`src/hw/dfd_event_params.svh`:
```
// ----------------------------------------------------------
// Size and scan-order macros for the event capture unit
// ----------------------------------------------------------
`ifndef DFD_EVENT_PARAMS_SVH
`define DFD_EVENT_PARAMS_SVH

// Number of event lines
`define DFD_EV_NUM      8
// Binary index width, log2 of the line count
`define DFD_EV_IDX_W    3
// Tag carried by each event pulse
`define DFD_EV_TAG_W    4
// Capture and overflow counter width
`define DFD_EV_CNT_W    8
// Scan order, 1 = lowest index has priority
`define DFD_EV_DIR_L2H  1

`endif

```
`src/hw/dfd_event_pkg.sv`:
```
// ----------------------------------------------------------
// Shared types for the event capture unit
// Command opcodes, arm states, vector/index/tag/counter
// ----------------------------------------------------------
`include "dfd_event_params.svh"

package dfd_event_pkg;

    typedef logic [`DFD_EV_NUM-1:0]   ev_vec_t;  // One bit per event line
    typedef logic [`DFD_EV_IDX_W-1:0] ev_idx_t;  // Event line number
    typedef logic [`DFD_EV_TAG_W-1:0] ev_tag_t;  // Per-event tag
    typedef logic [`DFD_EV_CNT_W-1:0] ev_cnt_t;  // Saturating counter

    // Command port opcodes
    typedef enum logic [2:0] {
        CMD_NOP      = 3'd0,  // No effect
        CMD_ARM      = 3'd1,  // Start capturing
        CMD_DISARM   = 3'd2,  // Stop capturing, pending bits kept
        CMD_SET_MASK = 3'd3,  // Load mask from cmd_arg
        CMD_CLEAR    = 3'd4   // Drop pending events, zero counters
    } cmd_op_e;

    // Arm FSM states
    typedef enum logic {
        ST_IDLE  = 1'b0,  // Events collect as pending only
        ST_ARMED = 1'b1   // One capture per cycle allowed
    } arm_state_e;

endpackage

```
`src/hw/dfd_cmd_decode.sv`:
```
// ----------------------------------------------------------
// Command decode: arm FSM, event mask register and
// one-cycle clear pulse from the command strobe
// ----------------------------------------------------------
`timescale 1ns/1ns

module dfd_cmd_decode (
    input  logic                    clk,
    input  logic                    rst_n,
    input  logic                    cmd_valid,  // One-cycle command strobe
    input  dfd_event_pkg::cmd_op_e  cmd_op,     // Opcode, valid with strobe
    input  dfd_event_pkg::ev_vec_t  cmd_arg,    // Mask value for CMD_SET_MASK
    output logic                    armed,      // Capture enable level
    output dfd_event_pkg::ev_vec_t  ev_mask,    // 1 enables a line
    output logic                    clear       // One-cycle clear pulse
);
    import dfd_event_pkg::*;

    arm_state_e state_q;  // Arm FSM state
    arm_state_e state_d;

    // Next state, only ARM and DISARM move the FSM
    always_comb begin
        state_d = state_q;
        if (cmd_valid) begin
            case (cmd_op)
                CMD_ARM:    state_d = ST_ARMED;
                CMD_DISARM: state_d = ST_IDLE;
                default:    state_d = state_q;  // Nop, mask, clear and unused codes
            endcase
        end
    end

    always_ff @(posedge clk or negedge rst_n) begin
        if (!rst_n) begin
            state_q <= ST_IDLE;
            ev_mask <= '0;     // All lines masked after reset
            clear   <= 1'b0;
        end else begin
            state_q <= state_d;
            clear   <= cmd_valid && (cmd_op == CMD_CLEAR);  // Self-clearing next cycle
            if (cmd_valid && (cmd_op == CMD_SET_MASK)) begin
                ev_mask <= cmd_arg;
            end
        end
    end

    assign armed = (state_q == ST_ARMED);

endmodule

```
`src/hw/dfd_event_log.sv`:
```
// ----------------------------------------------------------
// Event log: capture record register and saturating
// capture and overflow counters
// ----------------------------------------------------------
`timescale 1ns/1ns

module dfd_event_log (
    input  logic                    clk,
    input  logic                    rst_n,
    input  logic                    clear,       // Zeroes both counters
    input  logic                    sel_fire,
    input  dfd_event_pkg::ev_idx_t  sel_idx,
    input  dfd_event_pkg::ev_tag_t  sel_tag,
    input  dfd_event_pkg::ev_vec_t  sel_onehot,
    input  dfd_event_pkg::ev_vec_t  sel_therm,
    input  logic                    sel_ovf,
    output logic                    cap_valid,   // One-cycle pulse per capture
    output dfd_event_pkg::ev_idx_t  cap_idx,     // Held until next capture
    output dfd_event_pkg::ev_tag_t  cap_tag,
    output dfd_event_pkg::ev_vec_t  cap_onehot,
    output dfd_event_pkg::ev_vec_t  cap_therm,
    output dfd_event_pkg::ev_cnt_t  cap_count,   // Captures since clear
    output dfd_event_pkg::ev_cnt_t  ovf_count    // Overflow cycles since clear
);
    import dfd_event_pkg::*;

    localparam ev_cnt_t CNT_MAX = '1;  // Saturation point

    // Capture record, loaded only on a pick
    always_ff @(posedge clk or negedge rst_n) begin
        if (!rst_n) begin
            cap_valid  <= 1'b0;
            cap_idx    <= '0;
            cap_tag    <= '0;
            cap_onehot <= '0;
            cap_therm  <= '0;
        end else begin
            cap_valid <= sel_fire;
            if (sel_fire) begin
                cap_idx    <= sel_idx;
                cap_tag    <= sel_tag;
                cap_onehot <= sel_onehot;
                cap_therm  <= sel_therm;
            end
        end
    end

    // Counters, clear has priority over increments
    always_ff @(posedge clk or negedge rst_n) begin
        if (!rst_n) begin
            cap_count <= '0;
            ovf_count <= '0;
        end else if (clear) begin
            cap_count <= '0;
            ovf_count <= '0;
        end else begin
            if (sel_fire && (cap_count != CNT_MAX)) cap_count <= cap_count + 1'b1;
            if (sel_ovf && (ovf_count != CNT_MAX)) ovf_count <= ovf_count + 1'b1;
        end
    end

endmodule

```
`src/hw/dfd_event_select.sv`:
```
// ----------------------------------------------------------
// Event select: sticky pending bits, tag store, overflow
// detect and priority pick of the next capture
// ----------------------------------------------------------
`timescale 1ns/1ns
`include "dfd_event_params.svh"

module dfd_event_select (
    input  logic                                     clk,
    input  logic                                     rst_n,
    input  dfd_event_pkg::ev_vec_t                   ev_req,      // Event pulses
    input  dfd_event_pkg::ev_tag_t [`DFD_EV_NUM-1:0] ev_tag,      // Tag per line
    input  logic                                     armed,       // From decode
    input  dfd_event_pkg::ev_vec_t                   ev_mask,     // From decode
    input  logic                                     clear,       // From decode
    output logic                                     sel_fire,    // Winner this cycle
    output dfd_event_pkg::ev_idx_t                   sel_idx,     // Winner line
    output dfd_event_pkg::ev_tag_t                   sel_tag,     // Winner stored tag
    output dfd_event_pkg::ev_vec_t                   sel_onehot,  // Winner one-hot
    output dfd_event_pkg::ev_vec_t                   sel_therm,   // Winner upward
    output logic                                     sel_ovf      // Repeat hit pulse
);
    import dfd_event_pkg::*;

    ev_vec_t                   pending_q;   // Sticky pending bits
    ev_tag_t [`DFD_EV_NUM-1:0] tag_q;       // Tag latched on set
    ev_vec_t                   enc_req;     // Eligible lines
    ev_vec_t                   repeat_hit;  // Request on a line still pending
    ev_vec_t                   tag_load;    // Lines whose tag is taken this edge
    logic                      ovf_q;

    // No pick while disarmed or clearing
    assign enc_req    = pending_q & ev_mask & {`DFD_EV_NUM{armed & ~clear}};
    assign sel_fire   = |enc_req;
    assign repeat_hit = ev_req & pending_q & ~sel_onehot;  // Retiring line re-sets freely
    assign tag_load   = ev_req & (~pending_q | sel_onehot | {`DFD_EV_NUM{clear}});
    assign sel_ovf    = ovf_q;

    dfd_generic_ffs_fast #(
        .DIR_L2H    (`DFD_EV_DIR_L2H),
        .WIDTH      (`DFD_EV_NUM),
        .DATA_WIDTH (`DFD_EV_TAG_W),
        .SIZE       (`DFD_EV_IDX_W)
    ) dfd_generic_ffs_fast_inst (
        .req_in        (enc_req),
        .data_in       (tag_q),
        .data_out      (sel_tag),
        .req_out       (sel_onehot),  // Zero when nothing fires, doubles as retire
        .req_out_therm (sel_therm),
        .enc_req_out   (sel_idx)
    );

    always_ff @(posedge clk or negedge rst_n) begin
        if (!rst_n) begin
            pending_q <= '0;
            ovf_q     <= 1'b0;
        end else begin
            if (clear) begin
                pending_q <= ev_req;  // Old events dropped, same-cycle pulses kept
            end else begin
                pending_q <= (pending_q & ~sel_onehot) | ev_req;
            end
            ovf_q <= ~clear & (|repeat_hit);  // One pulse per cycle however many lines
        end
    end

    // First tag of a pending event is kept, repeats do not overwrite it
    always_ff @(posedge clk) begin
        for (int i = 0; i < `DFD_EV_NUM; i++) begin
            if (tag_load[i]) begin
                tag_q[i] <= ev_tag[i];
            end
        end
    end

endmodule

```
`src/hw/dfd_event_top.sv`:
```
// ----------------------------------------------------------
// Event capture unit top: decode, select and log stages
// ----------------------------------------------------------
`timescale 1ns/1ns
`include "dfd_event_params.svh"

module dfd_event_top (
    input  logic                                     clk,
    input  logic                                     rst_n,
    input  dfd_event_pkg::ev_vec_t                   ev_req,     // Event pulses
    input  dfd_event_pkg::ev_tag_t [`DFD_EV_NUM-1:0] ev_tag,     // Tags, with pulses
    input  logic                                     cmd_valid,  // Command strobe
    input  dfd_event_pkg::cmd_op_e                   cmd_op,
    input  dfd_event_pkg::ev_vec_t                   cmd_arg,
    output logic                                     cap_valid,
    output dfd_event_pkg::ev_idx_t                   cap_idx,
    output dfd_event_pkg::ev_tag_t                   cap_tag,
    output dfd_event_pkg::ev_vec_t                   cap_onehot,
    output dfd_event_pkg::ev_vec_t                   cap_therm,
    output dfd_event_pkg::ev_cnt_t                   cap_count,
    output dfd_event_pkg::ev_cnt_t                   ovf_count
);
    import dfd_event_pkg::*;

    logic    armed;       // Decode to select
    ev_vec_t ev_mask;
    logic    clear;       // Decode to select and log
    logic    sel_fire;    // Select to log
    ev_idx_t sel_idx;
    ev_tag_t sel_tag;
    ev_vec_t sel_onehot;
    ev_vec_t sel_therm;
    logic    sel_ovf;

    dfd_cmd_decode dfd_cmd_decode_inst (
        .clk, .rst_n, .cmd_valid, .cmd_op, .cmd_arg,
        .armed, .ev_mask, .clear
    );

    dfd_event_select dfd_event_select_inst (
        .clk, .rst_n, .ev_req, .ev_tag, .armed, .ev_mask, .clear,
        .sel_fire, .sel_idx, .sel_tag, .sel_onehot, .sel_therm, .sel_ovf
    );

    dfd_event_log dfd_event_log_inst (
        .clk, .rst_n, .clear,
        .sel_fire, .sel_idx, .sel_tag, .sel_onehot, .sel_therm, .sel_ovf,
        .cap_valid, .cap_idx, .cap_tag, .cap_onehot, .cap_therm,
        .cap_count, .ovf_count
    );

endmodule

```
`src/hw/dfd_generic_ffs_fast.sv`:
```
// ----------------------------------------------------------
// Find-first-set priority encoder, combinational
// One-hot, thermometer, binary index and data outputs
// ----------------------------------------------------------
`timescale 1ns/1ns

module dfd_generic_ffs_fast #(
    parameter int DIR_L2H    = 1,              // 1 = LSB wins, 0 = MSB wins
    parameter int WIDTH      = 8,              // Request count
    parameter int DATA_WIDTH = 4,              // Payload bits per request
    parameter int SIZE       = $clog2(WIDTH)   // Encoded index width
) (
    input  logic [WIDTH-1:0]                 req_in,         // Raw requests
    input  logic [WIDTH-1:0][DATA_WIDTH-1:0] data_in,        // Payload per request
    output logic [DATA_WIDTH-1:0]            data_out,       // Winner payload
    output logic [WIDTH-1:0]                 req_out,        // Winner one-hot
    output logic [WIDTH-1:0]                 req_out_therm,  // Winner through scan end
    output logic [SIZE-1:0]                  enc_req_out     // Winner index
);

    // Maps scan step to bit position for the chosen direction
    function automatic int scan_pos(input int step);
        return (DIR_L2H != 0) ? step : (WIDTH - 1 - step);
    endfunction

    always_comb begin : scan
        logic seen;  // A request was met earlier in the scan
        int   pos;   // Bit position of the current step

        seen          = 1'b0;
        pos           = 0;
        data_out      = '0;  // Zero payload when nothing requests
        req_out       = '0;
        req_out_therm = '0;
        enc_req_out   = '0;

        for (int k = 0; k < WIDTH; k++) begin
            pos = scan_pos(k);
            if (req_in[pos] && !seen) begin    // First hit in scan order
                req_out[pos] = 1'b1;
                data_out     = data_in[pos];
                enc_req_out  = SIZE'(pos);
            end
            seen               = seen | req_in[pos];
            req_out_therm[pos] = seen;          // Stays set once the winner is passed
        end
    end

endmodule

```
`config.mk`:
```
export PLATFORM = sky130hd
export DESIGN_NAME = dfd_event_top
export DESIGN_NICKNAME = d
export VERILOG_FILES = /design/src/hw/dfd_event_pkg.sv /design/src/hw/dfd_cmd_decode.sv /design/src/hw/dfd_event_log.sv /design/src/hw/dfd_event_select.sv /design/src/hw/dfd_event_top.sv /design/src/hw/dfd_generic_ffs_fast.sv
export VERILOG_INCLUDE_DIRS = /design/src /design/src/hw
export SDC_FILE = /design/constraint.sdc
export NUM_CORES = 1
export LEC_CHECK = 0
export BUFFER_PORTS_ARGS = -buffer_cell sky130_fd_sc_hd__buf_2
export CAP_MARGIN = 20
export CORE_MARGIN = 10
export CORE_UTILIZATION = 48
export DETAILED_ROUTE_END_ITERATION = 10
export GPL_ROUTABILITY_DRIVEN = 0
export HOLD_SLACK_MARGIN = 0.1
export PLACE_DENSITY_LB_ADDON = 0.08
export SLEW_MARGIN = 30
export SYNTH_ARGS = -nofsm -noshare
export SYNTH_HDL_FRONTEND = slang
export SYNTH_SLANG_ARGS = --single-unit
```
`constraint.sdc`:
```
create_clock -name clk -period 2.2 [get_ports clk]
set_clock_uncertainty 0.05 [all_clocks]
set_input_delay 0.33 -clock clk [delete_from_list [all_inputs] [get_ports clk]]
set_output_delay 0.33 -clock clk [all_outputs]
set_load 0.01 [all_outputs]
```
# Word-level counts from Yosys, hierarchy flattened
# Index checks and enable logic that the tools add are counted.
[op_classes] muxes=29 n_reduce_logical=24 bitwise_logic=21 eq_ne=6 add_sub_neg=2
[op_table] op="$and A8 B8 Y8" count=6
[op_table] op="$mux W8" count=5
[op_table] op="$mux W4" count=8
[op_table] op="$or A8 B8 Y8" count=3
[op_table] op="$mux W3" count=6
[op_table] op="$add A8 B1 Y8 const B" count=2
[op_table] op="$ne A8 B8 Y1 const B" count=2
[op_table] op="$not A8 Y8" count=2
[op_table] op="$reduce_or A8 Y1" count=2
[op_table] op="$logic_and A1 B1 Y1" count=11
[op_table] op="$mux W1" count=9
[op_table] op="$logic_not A1 Y1" count=7
[op_table] op="$or A1 B1 Y1" count=7
[op_table] op="$eq A3 B2 Y1 const B" count=2
[op_table] op="$reduce_bool A2 Y1" count=3
[op_table] op="$eq A3 B1 Y1 const B" count=1
[op_table] op="$eq A3 B3 Y1 const B" count=1
[op_table] op="$and A1 B1 Y1" count=2
[op_table] op="$pmux W1 S2" count=1
[op_table] op="$reduce_and A2 Y1" count=1
[op_table] op="$not A1 Y1" count=1
[totals] reg_bits=91

# Longest topological paths before layout
[depth] ltp_word=16 mapped_depth=8 depth_no_buf=7

# By module
# From an unflattened synthesis, not the netlist that was laid out.
[unflattened] cells_unflattened=323 area_unflattened_um2=4146.5
[modules_own_cells] module="dfd_event_log" n_inst=1 seq_area_each_um2=1001.0 area_each_um2=1745.4 cells_per_inst=132
[modules_own_cells] module="dfd_event_select" n_inst=1 seq_area_each_um2=1186.1 area_each_um2=1565.3 cells_per_inst=98
[modules_own_cells] module="dfd_generic_ffs_fast" n_inst=1 seq_area_each_um2=0.0 area_each_um2=435.4 cells_per_inst=67
[modules_own_cells] module="dfd_cmd_decode" n_inst=1 seq_area_each_um2=250.2 area_each_um2=400.4 cells_per_inst=26

# Worst setup path before layout
# No wires, ideal clock.
[synth_path] kind="flip-flop to flip-flop" start="register dfd_event_select_inst.pending_q[0]" end="register dfd_event_select_inst.tag_q[28] (netlist bit) (enable)" slack_ps=-200 t_arrival_ps=2042 setup_ps=307 stages_incl_launch_ff=7 n_path_buf=1 required_time_ps=1843 path_cell_list="dfrtp_1 a222oi_1 and2_1 buf_6 or3b_1 nand2_1 o21a_1"
[synth_via] elab_chain_len=14
[synth_lines] item="from (decl)" line_no="dfd_event_select.sv:25" rtl="ev_vec_t pending_q;"
[synth_lines] item="from (signal assigned)" line_no="dfd_event_select.sv:59" rtl="pending_q <= ev_req;"
[synth_lines] item="from (signal assigned)" line_no="dfd_event_select.sv:61" rtl="pending_q <= (pending_q & ~sel_onehot) | ev_req;"
[synth_lines] item="$and A8 B8 Y8 (2 in series)" line_no="dfd_event_select.sv:33" rtl="assign enc_req = pending_q & ev_mask & {`DFD_EV_NUM{armed & ~clear}};"
[synth_lines] item="$or A1 B1 Y1 (6 in series)" line_no="dfd_generic_ffs_fast.sv:44" rtl="seen = seen | req_in[pos];"
[synth_lines] item="$logic_not A1 Y1" line_no="dfd_generic_ffs_fast.sv:39" rtl="if (req_in[pos] && !seen) begin"
[synth_lines] item="$logic_and A1 B1 Y1" line_no="dfd_generic_ffs_fast.sv:39"
[synth_lines] item="$mux W1" line_no="dfd_generic_ffs_fast.sv:39"
[synth_lines] item="$or A8 B8 Y8 (2 in series)" line_no="dfd_event_select.sv:36" rtl="assign tag_load = ev_req & (~pending_q | sel_onehot | {`DFD_EV_NUM{clear}});"
[synth_lines] item="$and A8 B8 Y8" line_no="dfd_event_select.sv:36"
[synth_lines] item="named net dfd_event_select_inst.tag_load[7]" line_no="dfd_event_select.sv:29" rtl="ev_vec_t tag_load;"
[synth_lines] item="to (signal, indexed assignment)" line_no="dfd_event_select.sv:71" rtl="tag_q[i] <= ev_tag[i];"
[synth_lines] item="to (decl)" line_no="dfd_event_select.sv:26" rtl="ev_tag_t [`DFD_EV_NUM-1:0] tag_q;"
# The timed path passes the listed nets, and every way through them passes these cells.
# A chain may end at the register's enable or synchronous reset.

# Final worst setup path
[layout_path] start="register dfd_cmd_decode_inst.ev_mask[1]" end="register dfd_event_select_inst.tag_q[29] (netlist bit) (enable)"
[layout_via] elab_chain_len=14
[layout_lines] item="from (decl)" line_no="dfd_cmd_decode.sv:14" rtl="output dfd_event_pkg::ev_vec_t ev_mask,"
[layout_lines] item="from (signal assigned)" line_no="dfd_cmd_decode.sv:43" rtl="ev_mask <= cmd_arg;"
[layout_lines] item="$and A8 B8 Y8 (2 in series)" line_no="dfd_event_select.sv:33"
[layout_lines] item="$or A1 B1 Y1 (6 in series)" line_no="dfd_generic_ffs_fast.sv:44"
[layout_lines] item="$logic_not A1 Y1" line_no="dfd_generic_ffs_fast.sv:39"
[layout_lines] item="$logic_and A1 B1 Y1" line_no="dfd_generic_ffs_fast.sv:39"
[layout_lines] item="$mux W1" line_no="dfd_generic_ffs_fast.sv:39"
[layout_lines] item="$or A8 B8 Y8 (2 in series)" line_no="dfd_event_select.sv:36"
[layout_lines] item="$and A8 B8 Y8" line_no="dfd_event_select.sv:36"
[layout_lines] item="named net dfd_event_select_inst.tag_load[7]" line_no="dfd_event_select.sv:29"
# The timed path passes the listed nets, and every way through them passes these cells.

==> results.sh <==
export IMPL_synth_ff_type="dfrtp_1"
export IMPL_antenna_found_initial=0
export IMPL_place_inst=526
export IMPL_path_buf_inv=1
export IMPL_p_leak_uw=0.00236
export IMPL_outcome="complete, no violations"
export IMPL_path_clk_slew_ns=0.09
export IMPL_relSlewSlack_pct=60.6
export IMPL_rows=32
export IMPL_worstHoldStart="cmd_op[1]"
export IMPL_slowest_delay_ns=0.41
export IMPL_viasPerCell=5.28
export IMPL_synth_nets=374
export IMPL_r2r_start="dfd_cmd_decode_inst.ev_mask[1]"
export IMPL_synth_cell_types=54
export IMPL_powerDensity_mw_per_mm2=991
export IMPL_place_hpwl_um=7450
export IMPL_cts_sinks=90
export IMPL_clk_latency_ns=0.36
export IMPL_synth_adder_area_share_pct=0.647
export IMPL_timing_rr_end="dfd_event_select_inst.tag_q[29]"
export IMPL_first_pass_iters=4
export IMPL_postRouteAntennaNets=0
export IMPL_rsz0062_at_grt="false"
export IMPL_via_count=3036
export IMPL_synth_top_family_by_area="simple AND/OR/NAND/NOR gates"
export IMPL_synth_edff_count=32
export IMPL_wl_per_cell_um=17.2
export IMPL_netlist_area_mm2=0.00386
export IMPL_synthArstFlopShare_pct=64.4
export IMPL_cp_max_fo=4
export IMPL_cp_top_family="simple AND/OR/NAND/NOR gates"
export IMPL_cp_arrival_ns=2.11
export IMPL_synth_compound_area_share_pct=11.4
export IMPL_cts_tree="yes"
export IMPL_final_cells=575
export IMPL_required_ns=2.21
export IMPL_diodes=0
export IMPL_grt_overflow_total=0
export IMPL_path_class="flop to flop"
export IMPL_min_path_cells=2
export IMPL_grt_pass1_vias=3136
export IMPL_die_w_um=110
export IMPL_critPathSlowestCell="dfrtp_1"
export IMPL_yosys_register_bits=90
export IMPL_ys_top_cells_by_area="dfrtp_1, edfxtp_1, nor2_1, nand2_1, mux2_2"
export IMPL_ys_seq_area_share_pct=62.4
export IMPL_drv_slew=0
export IMPL_synthTopCellsByCount="dfrtp_1, edfxtp_1, nor2_1, nand2_1, a21oi_1"
export IMPL_drc=0
export IMPL_layout_drive_gt1_share_pct=32.3
export IMPL_max_cap_viol_count=0
export IMPL_min_to="dfd_cmd_decode_inst.clear"
export IMPL_dr_first_iter_drc_count=174
export IMPL_die_h_um=110
export IMPL_root_buffer="clkbuf_8"
export IMPL_synthMuxAreaShare_pct=3.92
export IMPL_io_pin_count=94
export IMPL_nNetsFinal=524
export IMPL_die_area_mm2=0.0120
export IMPL_synth_xor_area_share_pct=2.27
export IMPL_grt_pass1_wl_um=16100
export IMPL_synth_most_common_cell="dfrtp_1"
export IMPL_setup_viol=0
export IMPL_syn2layout_area_growth_pct=32.4
export IMPL_timing_hold_ws_ns=0.119
export IMPL_clock_fmax_mhz=477
export IMPL_yosys_warnings=0
export IMPL_seq_area_mm2=0.00241
export IMPL_setup_tns_ns=0
export IMPL_holdCritPathClass="input pin to flop"
export IMPL_multi_input_area_mm2=0.00137
export IMPL_hold_violations=0
export IMPL_cts_max_level=3
export IMPL_worstSetupStartpointType="flop"
export IMPL_synth_top_area_cell="dfrtp_1"
export IMPL_crit_path_cell_trace="a222oi_1, buf_4, and2_4, or3b_1, nand2_1, o21a_1"
export IMPL_synth_top_area_share_pct=37.6
export IMPL_finish_utilization_pct=65.9
export IMPL_syn_avg_cell_area_um2=12.2
export IMPL_final_min_clock_period_ns=2.10
export IMPL_drt_total_wl_um=9890
export IMPL_peakVddDrop_mv=0.450
export IMPL_clockBufferDepth=2
export IMPL_grt_total_usage_pct=17.2
export IMPL_ff2ff_path_depth=6
export IMPL_worstMarginPinSlew_ns=0.587
export IMPL_synth_simple_area_share_pct=17.2
export IMPL_core_area_mm2=0.00777
export IMPL_fillers=628
export IMPL_postSynthCellCount=318
export IMPL_crit_path_end_kind="flop"
export IMPL_p_total_uw=5070
export IMPL_numCtsBuffers=9
export IMPL_port_buffers=93
export IMPL_min_period_over_period_pct=95.3
export IMPL_grt_max_degree=39
export IMPL_ff2ff_setup_slack_ns=0.10
export IMPL_start_util_pct=49.8
logic make-up after synthesis:
group,Yosys count
AOI/OAI and AO/OA,61
xor gates and xnor gates,10
adders and majority gates,2
buffers and inverters,14
DFF,90
muxes,14
and+or+nand+nor,127
sequential cells by signal, indices dropped and copies added (netlist names):
register	count
dfd_event_select_inst.pending_q	8
dfd_event_select_inst.sel_ovf	1
dfd_event_log_inst.cap_onehot	7
dfd_cmd_decode_inst.ev_mask	8
dfd_cmd_decode_inst.clear	1
dfd_event_log_inst.ovf_count	8
dfd_event_log_inst.cap_idx	3
dfd_event_log_inst.cap_therm	8
dfd_event_select_inst.tag_q	32
dfd_cmd_decode_inst.armed	1
dfd_event_log_inst.cap_valid	1
dfd_event_log_inst.cap_tag	4
dfd_event_log_inst.cap_count	8
cells in the final DEF, fill, tap and decap left out, drive strengths merged, types with 12 or more instances in the layout:
master	n
buf	115
dfrtp	58
nor2	32
edfxtp	32
dlygate4sd3	32
nand2	28
a21oi	12
layer usage:
layer	share of wire, %	GRT usage, %
met1	43	22.1
met5	0	0
met2	49	27.4
met4	1.4	5.39
met3	7.0	4.97
cell type report:
class,instances,share of cell area [%]
repair buffers,147,18.8
clock buffers,9,2.42
well taps,102,2.49
inverters,6,0.440
clock inverters,7,1.81
multi-input cells,214,26.9
flip-flops and latches,90,47.2
worst max-delay path by stage:
stage	start	end	slack [ns]	depth (start not counted)
detailed placement	dfd_cmd_decode_inst.ev_mask[0]	dfd_event_select_inst.tag_q[31]	0.05	5
finish	dfd_cmd_decode_inst.ev_mask[1]	dfd_event_select_inst.tag_q[29]	0.10	6
global route	dfd_cmd_decode_inst.ev_mask[1]	dfd_event_select_inst.tag_q[16]	0.01	7
CTS	dfd_cmd_decode_inst.ev_mask[0]	dfd_event_select_inst.tag_q[30]	0.03	5
floorplan	dfd_cmd_decode_inst.ev_mask[0]	dfd_event_select_inst.tag_q[28]	-0.19	6
global placement	dfd_event_select_inst.pending_q[1]	dfd_event_select_inst.tag_q[30]	0.08	5
through the flow:
stage               worst slack, ns  cell area [um2]
global placement             0.0790             4570
detailed placement           0.0537             4570
floorplan                    -0.187             3870
global route                0.00985             5120
CTS                          0.0344             5080
finish                        0.103             5120
power by group:
group	switching [uW]	internal, uW
registers	263	2080
clock network	590	638
logic	806	696
what timing repair did:
item                       CTS  global route
buffers inserted             0             1
resized for setup            0             1
hold buffers                29             3
hold endpoints to repair    48             3
setup endpoints to repair    0            17
Power figures use the tool's default switching activity.
